===== config.mk =====
export PLATFORM = sky130hd
export DESIGN_NAME = lr35902_core
export DESIGN_NICKNAME = d
export VERILOG_FILES = /design/src/cpu_pkg.sv /design/src/alu.sv /design/src/bus_interface.sv /design/src/lr35902_core.sv /design/src/phase_counter.sv /design/src/register_file.sv /design/src/sequencer.sv
export VERILOG_INCLUDE_DIRS = /design/src
export SDC_FILE = /design/constraint.sdc
export NUM_CORES = 1
export LEC_CHECK = 0
export ABC_AREA = 1
export BUFFER_PORTS_ARGS = -buffer_cell sky130_fd_sc_hd__buf_2
export CELL_PAD_IN_SITES_DETAIL_PLACEMENT = 0
export CELL_PAD_IN_SITES_GLOBAL_PLACEMENT = 1
export CORE_ASPECT_RATIO = 0.6
export CORE_MARGIN = 10
export CORE_UTILIZATION = 40
export CTS_CLUSTER_DIAMETER = 120
export DETAILED_ROUTE_END_ITERATION = 6
export GPL_TIMING_DRIVEN = 0
export PLACE_DENSITY = 0.82
export SETUP_SLACK_MARGIN = 0.2
export SYNTH_ARGS = -nofsm -noshare
export SYNTH_HDL_FRONTEND = slang
export SYNTH_SLANG_ARGS = --single-unit

===== constraint.sdc =====
create_clock -name clk -period 9.2 [get_ports clk]
set_input_delay 1.84 -clock clk [delete_from_list [all_inputs] [get_ports clk]]
set_output_delay 1.84 -clock clk [all_outputs]
set_load 0.02 [all_outputs]

===== src/cpu_config.svh =====
`ifndef CPU_CONFIG_SVH
`define CPU_CONFIG_SVH

// ~~~~~~~~~~~~~~~~~~~~~~~~~~~~~~~~~~~~~~~~
// Bus and register widths
// ~~~~~~~~~~~~~~~~~~~~~~~~~~~~~~~~~~~~~~~~
`define CPU_ADDR_W 16 // Address bus and PC.
`define CPU_DATA_W 8  // Data bus and 8-bit registers.

// ~~~~~~~~~~~~~~~~~~~~~~~~~~~~~~~~~~~~~~~~
// Flag bit positions in the 4-bit flag vector
// ~~~~~~~~~~~~~~~~~~~~~~~~~~~~~~~~~~~~~~~~
`define FLAG_Z 3 // Zero.
`define FLAG_N 2 // Subtract.
`define FLAG_H 1 // Half carry.
`define FLAG_C 0 // Carry.

`define RESET_PC   16'h0000 // First opcode address.
`define PHASE_LAST 2'd3     // Four clocks per machine cycle.

`endif


===== src/cpu_pkg.sv =====
package cpu_pkg;

	// ~~~~~~~~~~~~~~~~~~~~~~~~~~~~~~~~~~~~~~~~
	// Machine-cycle kinds
	// ~~~~~~~~~~~~~~~~~~~~~~~~~~~~~~~~~~~~~~~~
	typedef enum logic [2:0] {
		st_ifetch,         // Opcode read at PC.
		st_imml_fetch,     // Low immediate byte at PC.
		st_immh_fetch,     // High immediate byte at PC.
		st_indirect_fetch, // Data read at HL.
		st_indirect_store, // Data write at HL.
		st_jump            // Internal cycle for a taken jump.
	} state_e;

	// Codes 0 to 7 match opcode bits 5:3 of the ALU group.
	typedef enum logic [3:0] {
		op_add = 4'd0,
		op_adc = 4'd1,
		op_sub = 4'd2,
		op_sbc = 4'd3,
		op_and = 4'd4,
		op_xor = 4'd5,
		op_or  = 4'd6,
		op_cp  = 4'd7,
		op_inc = 4'd8, // Operand plus one.
		op_dec = 4'd9  // Operand minus one.
	} alu_op_e;

	// Register field encoding of the opcode.
	typedef enum logic [2:0] {
		r_b      = 3'd0,
		r_c      = 3'd1,
		r_d      = 3'd2,
		r_e      = 3'd3,
		r_h      = 3'd4,
		r_l      = 3'd5,
		r_hl_mem = 3'd6, // Byte read through HL.
		r_a      = 3'd7
	} reg_sel_e;

	typedef enum logic [1:0] {
		wb_alu, // ALU result.
		wb_src, // Selected source register.
		wb_imm  // Captured immediate byte.
	} wb_sel_e;

endpackage


===== src/alu.sv =====
`timescale 1ns/1ns
`include "cpu_config.svh"

module alu (
	input  logic [`CPU_DATA_W-1:0] a,
	input  logic [`CPU_DATA_W-1:0] operand,
	input  cpu_pkg::alu_op_e       alu_op,
	input  logic [3:0]             f,
	output logic [`CPU_DATA_W-1:0] result,
	output logic [3:0]             flags_out
);

	logic                 carry_in; // Carry or borrow for ADC and SBC.
	logic [`CPU_DATA_W:0] wide;     // Result with carry in the top bit.
	logic [4:0]           nibble;   // Low nibble with half carry in bit 4.

	always_comb
	begin
		carry_in  = 1'b0;
		wide      = '0;
		nibble    = '0;
		result    = a;
		flags_out = f; // Unused codes change nothing.
		case (alu_op)
			cpu_pkg::op_add, cpu_pkg::op_adc:
			begin
				carry_in = (alu_op == cpu_pkg::op_adc) && f[`FLAG_C];
				wide     = {1'b0, a} + {1'b0, operand} + {{`CPU_DATA_W{1'b0}}, carry_in};
				nibble   = {1'b0, a[3:0]} + {1'b0, operand[3:0]} + {4'b0, carry_in};
				result   = wide[`CPU_DATA_W-1:0];
				flags_out[`FLAG_N] = 1'b0;
				flags_out[`FLAG_H] = nibble[4]; // Carry out of bit 3.
				flags_out[`FLAG_C] = wide[`CPU_DATA_W];
			end
			cpu_pkg::op_sub, cpu_pkg::op_sbc, cpu_pkg::op_cp:
			begin
				carry_in = (alu_op == cpu_pkg::op_sbc) && f[`FLAG_C];
				wide     = {1'b0, a} - {1'b0, operand} - {{`CPU_DATA_W{1'b0}}, carry_in};
				nibble   = {1'b0, a[3:0]} - {1'b0, operand[3:0]} - {4'b0, carry_in};
				result   = (alu_op == cpu_pkg::op_cp) ? a : wide[`CPU_DATA_W-1:0]; // CP keeps A.
				flags_out[`FLAG_N] = 1'b1;
				flags_out[`FLAG_H] = nibble[4]; // Borrow into bit 4.
				flags_out[`FLAG_C] = wide[`CPU_DATA_W]; // Borrow.
			end
			cpu_pkg::op_and, cpu_pkg::op_xor, cpu_pkg::op_or:
			begin
				if (alu_op == cpu_pkg::op_and)
					result = a & operand;
				else if (alu_op == cpu_pkg::op_xor)
					result = a ^ operand;
				else
					result = a | operand;
				flags_out[`FLAG_N] = 1'b0;
				flags_out[`FLAG_H] = (alu_op == cpu_pkg::op_and); // Set by AND only.
				flags_out[`FLAG_C] = 1'b0;
			end
			cpu_pkg::op_inc, cpu_pkg::op_dec:
			begin
				if (alu_op == cpu_pkg::op_inc)
				begin
					wide   = {1'b0, operand} + {{`CPU_DATA_W{1'b0}}, 1'b1};
					nibble = {1'b0, operand[3:0]} + 5'd1;
				end
				else
				begin
					wide   = {1'b0, operand} - {{`CPU_DATA_W{1'b0}}, 1'b1};
					nibble = {1'b0, operand[3:0]} - 5'd1;
				end
				result = wide[`CPU_DATA_W-1:0];
				flags_out[`FLAG_N] = (alu_op == cpu_pkg::op_dec);
				flags_out[`FLAG_H] = nibble[4];
				flags_out[`FLAG_C] = f[`FLAG_C]; // Carry kept.
			end
			default: ;
		endcase
		// Zero of the difference for CP, of the result otherwise.
		if (alu_op == cpu_pkg::op_cp)
			flags_out[`FLAG_Z] = (wide[`CPU_DATA_W-1:0] == '0);
		else if (alu_op <= cpu_pkg::op_dec)
			flags_out[`FLAG_Z] = (result == '0);
	end

endmodule


===== src/bus_interface.sv =====
`timescale 1ns/1ns
`include "cpu_config.svh"

module bus_interface (
	input  logic                   clk,
	input  logic                   reset,
	input  logic [1:0]             phase,
	input  cpu_pkg::state_e        state,
	input  logic [`CPU_ADDR_W-1:0] pc,
	input  logic [`CPU_ADDR_W-1:0] hl,
	input  logic [`CPU_DATA_W-1:0] store_data,
	input  logic [`CPU_DATA_W-1:0] din,
	output logic [`CPU_ADDR_W-1:0] adr,
	output logic [`CPU_DATA_W-1:0] dout,
	output logic                   ddrv,
	output logic                   read,
	output logic                   write,
	output logic                   inc_pc,
	output logic [`CPU_DATA_W-1:0] op,
	output logic [`CPU_DATA_W-1:0] imml,
	output logic [`CPU_DATA_W-1:0] immh
);

	logic fetch_cycle; // Read at PC.
	logic read_cycle;  // Any read cycle.
	logic store_cycle; // Write at HL.

	assign fetch_cycle = (state == cpu_pkg::st_ifetch) || (state == cpu_pkg::st_imml_fetch)
		|| (state == cpu_pkg::st_immh_fetch);
	assign read_cycle  = fetch_cycle || (state == cpu_pkg::st_indirect_fetch);
	assign store_cycle = (state == cpu_pkg::st_indirect_store);
	assign inc_pc      = fetch_cycle && (phase == 2'd1); // PC steps with the read strobe.

	// ~~~~~~~~~~~~~~~~~~~~~~~~~~~~~~~~~~~~~~~~
	// Strobe schedule
	// ~~~~~~~~~~~~~~~~~~~~~~~~~~~~~~~~~~~~~~~~
	always_ff @(posedge clk)
	begin
		if (reset)
		begin
			read  <= 1'b0; // Bus idle.
			write <= 1'b0;
			ddrv  <= 1'b0;
		end
		else
		begin
			case (phase)
				2'd0:
				begin
					if (read_cycle)
						ddrv <= 1'b0; // Release data lines.
					if (store_cycle)
						ddrv <= 1'b1; // Drive dout.
				end
				2'd1:
				begin
					if (read_cycle)
						read <= 1'b1; // Request the byte.
					if (store_cycle)
						write <= 1'b1; // Single-clock write pulse.
				end
				2'd2:
				begin
					write <= 1'b0; // End write.
				end
				default:
				begin
					read <= 1'b0; // End read.
				end
			endcase
		end
	end

	// Address, write data and captured bytes.
	always_ff @(posedge clk)
	begin
		if (phase == 2'd0 && fetch_cycle)
			adr <= pc; // Fetch address.
		if (phase == `PHASE_LAST)
		begin
			adr  <= hl;         // Staged for an indirect cycle ahead.
			dout <= store_data; // Same for LD (HL),r.
		end
		if (phase == 2'd2)
		begin
			case (state)
				cpu_pkg::st_ifetch:         op   <= din;
				cpu_pkg::st_imml_fetch:     imml <= din;
				cpu_pkg::st_indirect_fetch: imml <= din; // Memory operand.
				cpu_pkg::st_immh_fetch:     immh <= din;
				default: ;
			endcase
		end
	end

endmodule


===== src/lr35902_core.sv =====
`timescale 1ns/1ns
`include "cpu_config.svh"

module lr35902_core (
	input  logic                   clk,
	input  logic                   reset,
	input  logic [`CPU_DATA_W-1:0] din,
	output logic [`CPU_ADDR_W-1:0] adr,
	output logic [`CPU_DATA_W-1:0] dout,
	output logic                   ddrv,
	output logic                   read,
	output logic                   write,
	output logic [`CPU_ADDR_W-1:0] pc,
	output logic [3:0]             f
);

	// ~~~~~~~~~~~~~~~~~~~~~~~~~~~~~~~~~~~~~~~~
	// Internal nets
	// ~~~~~~~~~~~~~~~~~~~~~~~~~~~~~~~~~~~~~~~~
	logic [1:0]             phase;
	logic                   last_phase;
	cpu_pkg::state_e        state;
	logic                   inc_pc;
	logic [`CPU_DATA_W-1:0] op, imml, immh;
	logic [`CPU_ADDR_W-1:0] hl;
	logic [`CPU_DATA_W-1:0] a, src;
	logic                   reg_we, flag_we, load_pc, pc_relative;
	cpu_pkg::reg_sel_e      reg_dst, src_sel;
	cpu_pkg::wb_sel_e       wb_sel;
	cpu_pkg::alu_op_e       alu_op;
	logic [`CPU_DATA_W-1:0] alu_result;
	logic [3:0]             alu_flags;

	phase_counter i_phase_counter (
		.clk(clk), .reset(reset), .phase(phase), .last_phase(last_phase)
	);

	bus_interface i_bus_interface (
		.clk(clk), .reset(reset), .phase(phase), .state(state),
		.pc(pc), .hl(hl), .store_data(src), .din(din), // Store data is the LD source.
		.adr(adr), .dout(dout), .ddrv(ddrv), .read(read), .write(write),
		.inc_pc(inc_pc), .op(op), .imml(imml), .immh(immh)
	);

	register_file i_register_file (
		.clk(clk), .reset(reset), .inc_pc(inc_pc), .load_pc(load_pc),
		.pc_relative(pc_relative), .imml(imml), .immh(immh),
		.reg_we(reg_we), .reg_dst(reg_dst), .wb_sel(wb_sel), .src_sel(src_sel),
		.alu_result(alu_result), .flag_we(flag_we), .flags_in(alu_flags),
		.src(src), .a(a), .hl(hl), .f(f), .pc(pc)
	);

	alu i_alu (
		.a(a), .operand(src), .alu_op(alu_op), .f(f),
		.result(alu_result), .flags_out(alu_flags)
	);

	sequencer i_sequencer (
		.clk(clk), .reset(reset), .last_phase(last_phase), .op(op), .f(f),
		.state(state), .reg_we(reg_we), .reg_dst(reg_dst), .wb_sel(wb_sel),
		.src_sel(src_sel), .alu_op(alu_op), .flag_we(flag_we),
		.load_pc(load_pc), .pc_relative(pc_relative)
	);

endmodule


===== src/phase_counter.sv =====
`timescale 1ns/1ns
`include "cpu_config.svh"

module phase_counter (
	input  logic       clk,
	input  logic       reset,
	output logic [1:0] phase,     // Current phase of the machine cycle.
	output logic       last_phase // High in the final phase only.
);

	assign last_phase = (phase == `PHASE_LAST); // Commit point of each cycle.

	always_ff @(posedge clk)
	begin
		if (reset)
		begin
			phase <= 2'd0; // Start a fresh machine cycle.
		end
		else if (last_phase)
		begin
			phase <= 2'd0; // Wrap to phase 0.
		end
		else
		begin
			phase <= phase + 2'd1; // Next phase.
		end
	end

endmodule


===== src/register_file.sv =====
`timescale 1ns/1ns
`include "cpu_config.svh"

module register_file (
	input  logic                   clk,
	input  logic                   reset,
	input  logic                   inc_pc,
	input  logic                   load_pc,
	input  logic                   pc_relative,
	input  logic [`CPU_DATA_W-1:0] imml,
	input  logic [`CPU_DATA_W-1:0] immh,
	input  logic                   reg_we,
	input  cpu_pkg::reg_sel_e      reg_dst,
	input  cpu_pkg::wb_sel_e       wb_sel,
	input  cpu_pkg::reg_sel_e      src_sel,
	input  logic [`CPU_DATA_W-1:0] alu_result,
	input  logic                   flag_we,
	input  logic [3:0]             flags_in,
	output logic [`CPU_DATA_W-1:0] src,
	output logic [`CPU_DATA_W-1:0] a,
	output logic [`CPU_ADDR_W-1:0] hl,
	output logic [3:0]             f,
	output logic [`CPU_ADDR_W-1:0] pc
);

	logic [`CPU_DATA_W-1:0] b, c, d, e, h, l;
	logic [`CPU_DATA_W-1:0] wb_data; // Value written to reg_dst.
	logic [`CPU_ADDR_W-1:0] pc_step; // Increment or signed offset.
	logic [`CPU_ADDR_W-1:0] pc_sum;  // Single 16-bit adder.

	assign hl = {h, l};

	// ~~~~~~~~~~~~~~~~~~~~~~~~~~~~~~~~~~~~~~~~
	// Source and write-back muxes
	// ~~~~~~~~~~~~~~~~~~~~~~~~~~~~~~~~~~~~~~~~
	always_comb
	begin
		src = a;
		case (src_sel)
			cpu_pkg::r_b:      src = b;
			cpu_pkg::r_c:      src = c;
			cpu_pkg::r_d:      src = d;
			cpu_pkg::r_e:      src = e;
			cpu_pkg::r_h:      src = h;
			cpu_pkg::r_l:      src = l;
			cpu_pkg::r_hl_mem: src = imml; // Byte fetched through HL.
			default:           src = a;
		endcase
		case (wb_sel)
			cpu_pkg::wb_alu: wb_data = alu_result;
			cpu_pkg::wb_imm: wb_data = imml;
			default:         wb_data = src; // Register to register.
		endcase
	end

	always_ff @(posedge clk)
	begin
		if (reset)
		begin
			a <= '0;
			b <= '0;
			c <= '0;
			d <= '0;
			e <= '0;
			h <= '0;
			l <= '0;
			f <= '0;
		end
		else
		begin
			if (reg_we)
			begin
				case (reg_dst)
					cpu_pkg::r_b: b <= wb_data;
					cpu_pkg::r_c: c <= wb_data;
					cpu_pkg::r_d: d <= wb_data;
					cpu_pkg::r_e: e <= wb_data;
					cpu_pkg::r_h: h <= wb_data;
					cpu_pkg::r_l: l <= wb_data;
					cpu_pkg::r_a: a <= wb_data;
					default: ; // No register behind (HL).
				endcase
			end
			if (flag_we)
				f <= flags_in; // ALU flags.
		end
	end

	// ~~~~~~~~~~~~~~~~~~~~~~~~~~~~~~~~~~~~~~~~
	// Program counter
	// ~~~~~~~~~~~~~~~~~~~~~~~~~~~~~~~~~~~~~~~~
	assign pc_step = pc_relative ? {{(`CPU_ADDR_W-`CPU_DATA_W){imml[`CPU_DATA_W-1]}}, imml}
		: `CPU_ADDR_W'(1);
	assign pc_sum  = pc + pc_step;

	always_ff @(posedge clk)
	begin
		if (reset)
			pc <= `RESET_PC;
		else if (load_pc)
			pc <= {immh, imml}; // Absolute jump.
		else if (inc_pc || pc_relative)
			pc <= pc_sum; // Step or relative jump.
	end

endmodule


===== src/sequencer.sv =====
`timescale 1ns/1ns
`include "cpu_config.svh"

module sequencer (
	input  logic                   clk,
	input  logic                   reset,
	input  logic                   last_phase,
	input  logic [`CPU_DATA_W-1:0] op,
	input  logic [3:0]             f,
	output cpu_pkg::state_e        state,
	output logic                   reg_we,
	output cpu_pkg::reg_sel_e      reg_dst,
	output cpu_pkg::wb_sel_e       wb_sel,
	output cpu_pkg::reg_sel_e      src_sel,
	output cpu_pkg::alu_op_e       alu_op,
	output logic                   flag_we,
	output logic                   load_pc,
	output logic                   pc_relative
);

	cpu_pkg::state_e next_state;
	logic wr_reg;   // Register write at the end of this cycle.
	logic wr_flags; // Flag write at the end of this cycle.
	logic jump_abs; // PC from immh and imml.
	logic jump_rel; // PC plus signed imml.

	logic is_ld_rr, is_ld_imm, is_alu, is_incdec, is_jp, is_jr;
	logic src_is_mem, dst_is_mem;
	logic cond_met, taken;

	// ~~~~~~~~~~~~~~~~~~~~~~~~~~~~~~~~~~~~~~~~
	// Opcode groups
	// ~~~~~~~~~~~~~~~~~~~~~~~~~~~~~~~~~~~~~~~~
	assign src_is_mem = (op[2:0] == 3'b110);
	assign dst_is_mem = (op[5:3] == 3'b110);
	assign is_ld_rr   = (op[7:6] == 2'b01) && (op != 8'h76); // 0x76 runs as a no-op.
	assign is_ld_imm  = (op[7:6] == 2'b00) && src_is_mem && !dst_is_mem; // LD r,d8.
	assign is_alu     = (op[7:6] == 2'b10) || ((op[7:6] == 2'b11) && src_is_mem);
	assign is_incdec  = (op[7:6] == 2'b00) && (op[2:1] == 2'b10) && !dst_is_mem;
	assign is_jp      = (op == 8'hc3) || ((op[7:5] == 3'b110) && (op[2:0] == 3'b010));
	assign is_jr      = (op == 8'h18) || ((op[7:5] == 3'b001) && (op[2:0] == 3'b000));

	// Condition field 4:3 selects NZ, Z, NC or C.
	assign cond_met = ((op[4] ? f[`FLAG_C] : f[`FLAG_Z]) == op[3]);
	assign taken    = (op == 8'hc3) || (op == 8'h18) || cond_met;

	always_comb
	begin
		next_state = cpu_pkg::st_ifetch; // Most instructions end here.
		wr_reg     = 1'b0;
		wr_flags   = 1'b0;
		jump_abs   = 1'b0;
		jump_rel   = 1'b0;
		reg_dst    = cpu_pkg::reg_sel_e'(op[5:3]);
		src_sel    = cpu_pkg::reg_sel_e'(op[2:0]); // Immediate forms also land on r_hl_mem.
		wb_sel     = cpu_pkg::wb_src;
		alu_op     = cpu_pkg::alu_op_e'({1'b0, op[5:3]});
		if (is_ld_rr)
		begin
			if (src_is_mem && state == cpu_pkg::st_ifetch)
				next_state = cpu_pkg::st_indirect_fetch; // Read (HL) first.
			else if (dst_is_mem)
			begin
				if (state == cpu_pkg::st_ifetch)
					next_state = cpu_pkg::st_indirect_store; // Write source to (HL).
			end
			else
				wr_reg = 1'b1;
		end
		else if (is_ld_imm)
		begin
			if (state == cpu_pkg::st_ifetch)
				next_state = cpu_pkg::st_imml_fetch;
			else
			begin
				wr_reg = 1'b1;
				wb_sel = cpu_pkg::wb_imm;
			end
		end
		else if (is_alu)
		begin
			if (src_is_mem && state == cpu_pkg::st_ifetch)
				next_state = op[6] ? cpu_pkg::st_imml_fetch : cpu_pkg::st_indirect_fetch;
			else
			begin
				wr_flags = 1'b1;
				wr_reg   = (alu_op != cpu_pkg::op_cp); // CP leaves A.
				reg_dst  = cpu_pkg::r_a;
				wb_sel   = cpu_pkg::wb_alu;
			end
		end
		else if (is_incdec)
		begin
			wr_reg   = 1'b1;
			wr_flags = 1'b1;
			wb_sel   = cpu_pkg::wb_alu;
			src_sel  = cpu_pkg::reg_sel_e'(op[5:3]); // Operand is the target itself.
			alu_op   = op[0] ? cpu_pkg::op_dec : cpu_pkg::op_inc;
		end
		else if (is_jp || is_jr)
		begin
			case (state)
				cpu_pkg::st_ifetch:
					next_state = cpu_pkg::st_imml_fetch;
				cpu_pkg::st_imml_fetch:
				begin
					if (is_jp)
						next_state = cpu_pkg::st_immh_fetch;
					else if (taken)
						next_state = cpu_pkg::st_jump; // JR offset in hand.
				end
				cpu_pkg::st_immh_fetch:
				begin
					if (taken)
						next_state = cpu_pkg::st_jump; // JP target in hand.
				end
				cpu_pkg::st_jump:
				begin
					jump_abs = is_jp;
					jump_rel = is_jr;
				end
				default: ;
			endcase
		end
	end

	// Commit once per machine cycle.
	assign reg_we      = wr_reg && last_phase;
	assign flag_we     = wr_flags && last_phase;
	assign load_pc     = jump_abs && last_phase;
	assign pc_relative = jump_rel && last_phase;

	always_ff @(posedge clk)
	begin
		if (reset)
			state <= cpu_pkg::st_ifetch;
		else if (last_phase)
			state <= next_state; // Advance at phase 3.
	end

endmodule


==> summary.md, run 1 <==
| Metric | Value |
|---|---|
| Netlist area before placement | `8750 um2` |
| Clk Latency, worst-skew pair | `420 ps` |
| Total of warnings raised by yosys | `0` |
| Setup Crit Path Kind | `reg2reg` |
| Max Cap Violations | `0` |
| Inserted Diodes | `0` |
| Accumulated negative setup slack | `0 ps` |
| Ordered cell list for the critical path | `nor2_4 -> nand2_1 -> o21ai_2 -> inv_2 -> nand3_2 -> o22ai_1 -> nor4_1 -> nand2_1 -> o21ai_0 -> inv_1 -> fa_1 -> nand3_1 -> nand3_1 -> xnor2_1 -> o22ai_1 -> nor3_1 -> nand2_1 -> nor2_1 -> nand2_1 -> nor2_1 -> nand3_1 -> nor2_1 -> nand2_1 -> a21oi_1` |
| Routed length per instance | `20.0 um` |
| Critical path data arrival time | `6380 ps` |
| Run status | `finished clean` |
| Highest clock rate | `166 MHz` |
| Number of vias per cell | `5.51` |
| Post-synth EDFFs | `48` |
| Remaining max-slew budget at the tightest pin | `18.2%` |
| GRT Residual Overflow | `0` |
| Final Hold Slack | `481 ps` |
| Worst IR Drop VDD | `0.132 mV` |
| Reg power frac | `38.1%` |
| Dominant synthesized flop cell | `sky130_fd_sc_hd__dfxtp_1` |
| Wire length of the first global-routing pass | `46800 um` |
| Number of fillers in the final layout | `2143` |
| Leakage power figure | `4.67 nW` |
| Design internal power | `0.00114 W` |
| Antenna violations before repair | `0` |
| Cells on Worst Hold Path | `2` |
| Final cycle utilization of the critical path | `65.5%` |
| Power share of the combinational group | `20.7%` |
| Post-synthesis sequential area ratio | `35.7%` |
| First-pass iteration count of the detailed router | `5` |
| Type of element launching the critical path | `flip-flop` |
| Port buffer count | `55` |
| Library cells used by synthesis | `52` |
| Die Ht | `135 um` |
| Critical-path top delay cell | `sky130_fd_sc_hd__nor4_1` |
| GRT Total Usage | `21.6%` |
| NetSw | `0.000566 W` |
| Fraction of synthesis flops using an asynchronous set or reset pin | `0%` |
| Synthesized area per cell | `7.44 um2` |
| Vias in the first global route | `7622` |
| Count of endpoints failing setup in the final report | `0` |
| CTS root buf | `sky130_fd_sc_hd__clkbuf_16` |
| Flop and latch count out of synthesis | `132` |
| Largest driver fanout on the critical path | `7` |
| Worst Tran Pin Value | `1220 ps` |
| Final-stage net count | `1323` |
| Number of cell instances on the worst register-to-register path | `24` |
| Proportion of total power due to net switching | `33.2%` |
| Number of ports placed on the die boundary | `57` |
| RSZ-0062 raised after global routing | `no` |
| Routability cong. | `0.978` |
| Clock network fraction of total power | `41.1%` |
| Mapped Nets | `1248` |
| P&R area growth vs syn | `14.2%` |
| Register-to-register setup slack | `3170 ps` |
| Post-CTS clock slew at the launch and capture registers of the worst setup and hold paths | `60 ps` |
| Total wire length after detailed routing | `30900 um` |
| H-Tree Depth | `4` |
| Total via count after detailed routing | `8501` |
| Number of cells in the finished layout apart from fillers | `1544` |
| Path class of the lowest-slack min-delay path | `reg2reg` |
| Starting Density | `41.2%` |
| Total die area | `28400 um2` |
| Crit path required time | `9550 ps` |
| Final HPWL DP | `24400 um` |
| Pin count of the biggest net entering global routing | `17` |
| Core area | `21200 um2` |
| Number of clock sinks seen by CTS | `132` |
| Number of routed nets with antenna violations | `0` |
| Rows | `41` |
| Detailed-route DRC error count | `0` |
| Power Density | `171 nW/um2` |
| Fin. max-slew vios | `0` |
| Endpoint type of the worst setup path | `flip-flop` |
| CTS resizes | `0` |
| Gate count of the mapped netlist | `1177` |
| Fraction of layout instances using a drive strength above 1 | `14.4%` |
| Number of buffers created by CTS | `17` |
| Cell repeated most along the worst path | `sky130_fd_sc_hd__nand2_1` |
| Total count of hold-check failures in the final report | `0` |
| Post-route clock skew | `7.19 ps` |
| Min Clock Period, post-route | `6030 ps` |
| Overall die width | `211 um` |
| Starting DRT DRC Count | `1104` |
| Maximum single-stage delay on the critical path | `800 ps` |
| Clock Path Buffers | `2` |
| Clock tree from TritonCTS | `done` |
| Number of buffers added to fix hold violations after cts | `0` |
| Cell count after placement | `1512` |
| Buffers inserted during post-CTS setup optimization | `0` |
Yosys cell counts (all sizes together) (2+ instances only):
cell,n,area [um2]
nor3b,2,26.3
o221ai,11,96.3
fa,6,120
buf,19,119
a22oi,5,37.5
a31oi,13,81.3
ha,55,688
nand4,17,106
xor2,10,95.1
nor2,111,492
o211ai,12,90.1
a211oi,5,37.5
nand2,205,830
nor3,19,125
xnor2,5,43.8
o21ai,124,658
o2111ai,4,41.3
or2,4,25.0
inv,214,806
nand3,61,348
nand3b,3,22.5
a21oi,96,480
a221oi,2,17.5
o21bai,4,30.0
edfxtp,48,1440
dfxtp,84,1680
clkbuf,12,45.0
nor4,2,12.5
o22ai,19,119
through the flow:
step / setup slack [ps] / power, W / util, % / cell area [um2]
after global routing: 2930 / 0.00178 / 47.1 / 9990
after global placement: 3620 / 0.00100 / 44.2 / 9380
after floorplan: 5450 / 0.000888 / - / 8750
final: 3170 / 0.00171 / 47.1 / 9990
after detailed placement: 3560 / 0.00101 / 44.2 / 9400
after CTS: 3520 / 0.00170 / 47.1 / 9990
registers in the layout, indices dropped and copies added (netlist names), 2 cells and up:
signal	cells
i_bus_interface.adr	16
i_register_file.pc	16
i_bus_interface.dout	8
i_bus_interface.immh	8
i_bus_interface.imml	8
i_bus_interface.op	8
i_register_file.a	8
i_register_file.b	8
i_register_file.c	8
i_register_file.d	8
i_register_file.e	8
i_register_file.h	8
i_register_file.l	8
i_register_file.f	4
i_sequencer.state	3
i_phase_counter.phase	2
worst paths after layout:
kind,endpoint,startpoint
min reg2reg,i_register_file.pc[15]$_SDFFE_PP0P_,i_register_file.pc[15]$_SDFFE_PP0P_
min,i_register_file.pc[15]$_SDFFE_PP0P_,i_register_file.pc[15]$_SDFFE_PP0P_
max,i_register_file.f[3]$_SDFFE_PP0P_,i_bus_interface.op[7]$_DFFE_PP_
max reg2reg,i_register_file.f[3]$_SDFFE_PP0P_,i_bus_interface.op[7]$_DFFE_PP_
cells in the final DEF (no fill, tap or decap), types with 4 or more instances in the layout:
master	n
sky130_fd_sc_hd__inv_1	197
sky130_fd_sc_hd__nand2_1	189
sky130_fd_sc_hd__nor2_1	97
sky130_fd_sc_hd__a21oi_1	96
sky130_fd_sc_hd__o21ai_0	85
sky130_fd_sc_hd__dfxtp_1	84
sky130_fd_sc_hd__buf_2	66
sky130_fd_sc_hd__ha_1	55
sky130_fd_sc_hd__nand3_1	54
sky130_fd_sc_hd__edfxtp_1	48
sky130_fd_sc_hd__o21ai_1	30
sky130_fd_sc_hd__o22ai_1	19
sky130_fd_sc_hd__nand4_1	17
sky130_fd_sc_hd__clkbuf_16	17
sky130_fd_sc_hd__inv_2	16
sky130_fd_sc_hd__nor3_1	13
sky130_fd_sc_hd__a31oi_1	13
sky130_fd_sc_hd__nand2_2	12
sky130_fd_sc_hd__clkbuf_1	12
sky130_fd_sc_hd__o211ai_1	12
sky130_fd_sc_hd__o221ai_1	11
sky130_fd_sc_hd__xor2_1	9
sky130_fd_sc_hd__nor2_4	8
sky130_fd_sc_hd__o21ai_2	8
sky130_fd_sc_hd__nor2_2	6
sky130_fd_sc_hd__nand3_2	6
sky130_fd_sc_hd__nor3_2	6
sky130_fd_sc_hd__clkinv_4	6
sky130_fd_sc_hd__fa_1	6
sky130_fd_sc_hd__a22oi_1	5
sky130_fd_sc_hd__a211oi_1	5
sky130_fd_sc_hd__xnor2_1	5
sky130_fd_sc_hd__nand2_4	4
sky130_fd_sc_hd__or2_2	4
sky130_fd_sc_hd__o21bai_1	4
power by group through the flow:
stage	combinational [W]	clock, W	sequential [W]
CTS	0.000346	0.000707	0.000651
finish	0.000354	0.000702	0.000651
floorplan	0.000202	0	0.000686
global route	0.000386	0.000739	0.000653
global placement	0.000338	0	0.000664
detailed placement	0.000344	0	0.000664
worst max-delay path: cells and delay by family, from the launching register on:
family                   cells  cell delay (ps)
XOR/XNOR                     1              230
AO/OA/AOI/OAI                5             1190
AND/OR/NAND/NOR             15             2830
flip-flops                   1              530
buffers and inverters        2              590
adder cells (fa/ha/maj)      1              590
metal layers:
metal  track usage, %  wire length, um  up-vias
li1                 -                -     4101
met1             34.4            15700     3987
met2             25.9            11100      392
met3             7.76             3940       21
met4             3.64              209        0
met5                0                0        -
logic make-up after synthesis:
kind of cell               count (synthesis)  synth area share (%)
AOI/OAI and AO/OA                        297                  19.5
xor gates and xnor gates                  15                  1.59
adders and majority gates                 61                  9.23
buffers and inverters                    246                  11.2
DFF                                      132                  35.7
and+or+nand+nor                          426                  22.8
final cells by class:
| type | count | area [um2] | share of cell area, % |
|---|---|---|---|
| multi-input cells | 799 | 4660 | 46.6 |
| flip-flops and latches | 132 | 3120 | 31.2 |
| inverters | 215 | 815 | 8.15 |
| clock buffers | 17 | 425 | 4.26 |
| well taps | 279 | 349 | 3.49 |
| repair buffers | 56 | 290 | 2.90 |
| clock inverters | 15 | 173 | 1.73 |
| plain buffers | 31 | 164 | 1.64 |
(Power assumes the default switching activity.)
==> run 2, diff against run 1 <==
PLACE_DENSITY = 0.85   (was 0.82)
clock period = 5.29 ns   (was 9.2 ns; I/O delays follow)
==> run 2 against run 1 <==
Flip-flop and latch count unchanged. Combinational power rose by 77%. Utilization grew 0.77 points. Clock skew grew 2.3 ps. First-iteration DRC count decreased by 12%. Final cell count grew 0.45%. Design area rose by 1.6%.
==> summary.md, run 2 (synthesis results as in run 1) <==
| Metric | Value |
|---|---|
| Pin count of the biggest net entering global routing | `17` |
| Post-route clock skew | `9.52 ps` |
| Clk Latency, worst-skew pair | `440 ps` |
| P&R area growth vs syn | `16.0%` |
| Highest clock rate | `206 MHz` |
| Worst IR Drop VDD | `0.250 mV` |
| Port buffer count | `55` |
| Total count of hold-check failures in the final report | `0` |
| Vias in the first global route | `7757` |
| Fraction of met3 tracks used by global routing | `7.07%` |
| Top Usage Layer GRT | `met1` |
| Critical path data arrival time | `5240 ps` |
| Setup Crit Path Kind | `reg2reg` |
| Most frequent cells in the layout | `sky130_fd_sc_hd__inv_1 (192), sky130_fd_sc_hd__nand2_1 (188), sky130_fd_sc_hd__nor2_1 (95), sky130_fd_sc_hd__a21oi_1 (95)` |
| Antenna violations before repair | `0` |
| Crit path required time | `5670 ps` |
| Die Ht | `135 um` |
| Run status | `finished clean` |
| RSZ-0062 raised after global routing | `no` |
| Global-route met1 utilization | `33.4%` |
| Min Clock Period, post-route | `4860 ps` |
| Remaining max-slew budget at the tightest pin | `12.1%` |
| Inserted Diodes | `0` |
| GRT Residual Overflow | `0` |
| GRT Total Usage | `21.5%` |
| Routability cong. | `0.978` |
| FF+latch area | `3120 um2` |
| Rows | `41` |
| Total via count after detailed routing | `8681` |
| Type of element launching the critical path | `flip-flop` |
| Power Density | `292 nW/um2` |
| Path class of the lowest-slack min-delay path | `reg2reg` |
| Number of fillers in the final layout | `2153` |
| Number of clock sinks seen by CTS | `132` |
| Post-CTS clock slew at the launch and capture registers of the worst setup and hold paths | `70 ps` |
| Count of endpoints failing setup in the final report | `0` |
| Final HPWL DP | `24200 um` |
| Overall die width | `211 um` |
| Most common cell after layout, fill and taps aside | `sky130_fd_sc_hd__inv_1` |
| H-Tree Depth | `4` |
| Largest driver fanout on the critical path | `10` |
| Fin. max-slew vios | `0` |
| Footprint of the multi-input gates | `4770 um2` |
| Wire length of the first global-routing pass | `46700 um` |
| Registers with the most flip-flops | `i_bus_interface.adr: 16 flops, i_register_file.pc: 16 flops` |
| Total wire length after detailed routing | `31000 um` |
| Total die area | `28400 um2` |
| Number of vias per cell | `5.60` |
| Max Cap Violations | `0` |
| Leakage power figure | `4.72 nW` |
| Final cycle utilization of the critical path | `91.9%` |
| Starting DRT DRC Count | `971` |
| Fraction of layout instances using a drive strength above 1 | `16.7%` |
| Global-route met2 utilization | `27.3%` |
| CTS root buf | `sky130_fd_sc_hd__clkbuf_16` |
| Number of ports placed on the die boundary | `57` |
| Number of buffers created by CTS | `17` |
| Number of routed nets with antenna violations | `0` |
| Core area | `21200 um2` |
| First-pass iteration count of the detailed router | `5` |
| Final-stage net count | `1330` |
| Worst Tran Pin Value | `1310 ps` |
| Endpoint type of the worst setup path | `flip-flop` |
| Starting Density | `41.2%` |
| Final Hold Slack | `497 ps` |
| Routed length per instance | `20.0 um` |
| Clock Path Buffers | `2` |
| Detailed-route DRC error count | `0` |
| Clock tree from TritonCTS | `done` |
| Accumulated negative setup slack | `0 ps` |
[run 2: cell types whose count changed in the layout (fill, tap and decap cells not counted), sizes merged]
cell / change
bufinv: -2
clkbuf: +4
buf: +7
clkinvlp: -1
clkinv: -1
[run 2: per-stage QoR]
step	power [W]	instance area, um2	util, %	worst slack (ps)	std cells
floorplan	0.00154	8750	-	1540	1177
global placement	0.00174	9380	44.2	-363	1511
detailed placement	0.00174	9380	44.2	-296	1511
CTS	0.00294	10000	47.1	242	1545
global route	0.00308	10200	47.8	198	1551
finish	0.00296	10200	47.8	428	1551
[run 2: worst paths after layout]
check	end	depth (start not counted)	startpoint	slack, ps
hold reg to reg	i_phase_counter.phase[0]$_SDFF_PP0_	1	i_phase_counter.phase[0]$_SDFF_PP0_	500
hold / removal	i_phase_counter.phase[0]$_SDFF_PP0_	1	i_phase_counter.phase[0]$_SDFF_PP0_	500
setup / recovery	i_register_file.f[3]$_SDFFE_PP0P_	25	i_bus_interface.op[6]$_DFFE_PP_	430
setup reg to reg	i_register_file.f[3]$_SDFFE_PP0P_	25	i_bus_interface.op[6]$_DFFE_PP_	430
[run 2: power breakdown]
part / switching [W] / internal [W]
clock network: 0.000512 / 0.000690
logic: 0.000449 / 0.000177
registers: 0.0000281 / 0.00111
total: 0.000989 / 0.00197
[run 2: final cells by class]
class                   instances  area share, %
multi-input cells             799           47.0
clock buffers                  21           4.96
inverters                     215           8.07
clock inverters                11          0.825
flip-flops and latches        132           30.7
repair buffers                 63           3.30
well taps                     279           3.44
plain buffers                  31           1.65
[run 2: layer usage]
layer / vias to the layer above / routed length (um)
met5: - / 0
met4: 0 / 276
met3: 27 / 3900
met2: 407 / 11500
met1: 4134 / 15400
li1: 4113 / -
[run 2: what timing repair did]
action,in CTS,in global routing
hold buffers,0,0
resized for setup,5,28
endpoints found under the hold margin,0,0
setup buffers,2,6
endpoints found under the setup margin,29,34
pin swaps,0,6
[run 2: worst max-delay path, cell delays in order (launching register included)]
cell	delay (ps)
sky130_fd_sc_hd__edfxtp_1	500
sky130_fd_sc_hd__nor2_4	200
sky130_fd_sc_hd__nand3_2	140
sky130_fd_sc_hd__buf_6	190
sky130_fd_sc_hd__nand2_2	70
sky130_fd_sc_hd__nand2_2	110
sky130_fd_sc_hd__nand3_2	180
sky130_fd_sc_hd__o22ai_1	120
sky130_fd_sc_hd__nor4_2	440
sky130_fd_sc_hd__nand2_1	190
sky130_fd_sc_hd__o21ai_4	150
sky130_fd_sc_hd__inv_4	130
sky130_fd_sc_hd__fa_1	500
sky130_fd_sc_hd__nand3_1	140
sky130_fd_sc_hd__nand3_4	140
sky130_fd_sc_hd__xnor2_2	180
sky130_fd_sc_hd__o22ai_1	100
sky130_fd_sc_hd__nor3_1	280
sky130_fd_sc_hd__nand2_1	150
sky130_fd_sc_hd__nor2_1	130
sky130_fd_sc_hd__nand2_1	70
sky130_fd_sc_hd__nor2_2	150
sky130_fd_sc_hd__nand3_1	90
sky130_fd_sc_hd__nor2_1	130
sky130_fd_sc_hd__nand2_1	150
sky130_fd_sc_hd__a21oi_1	150
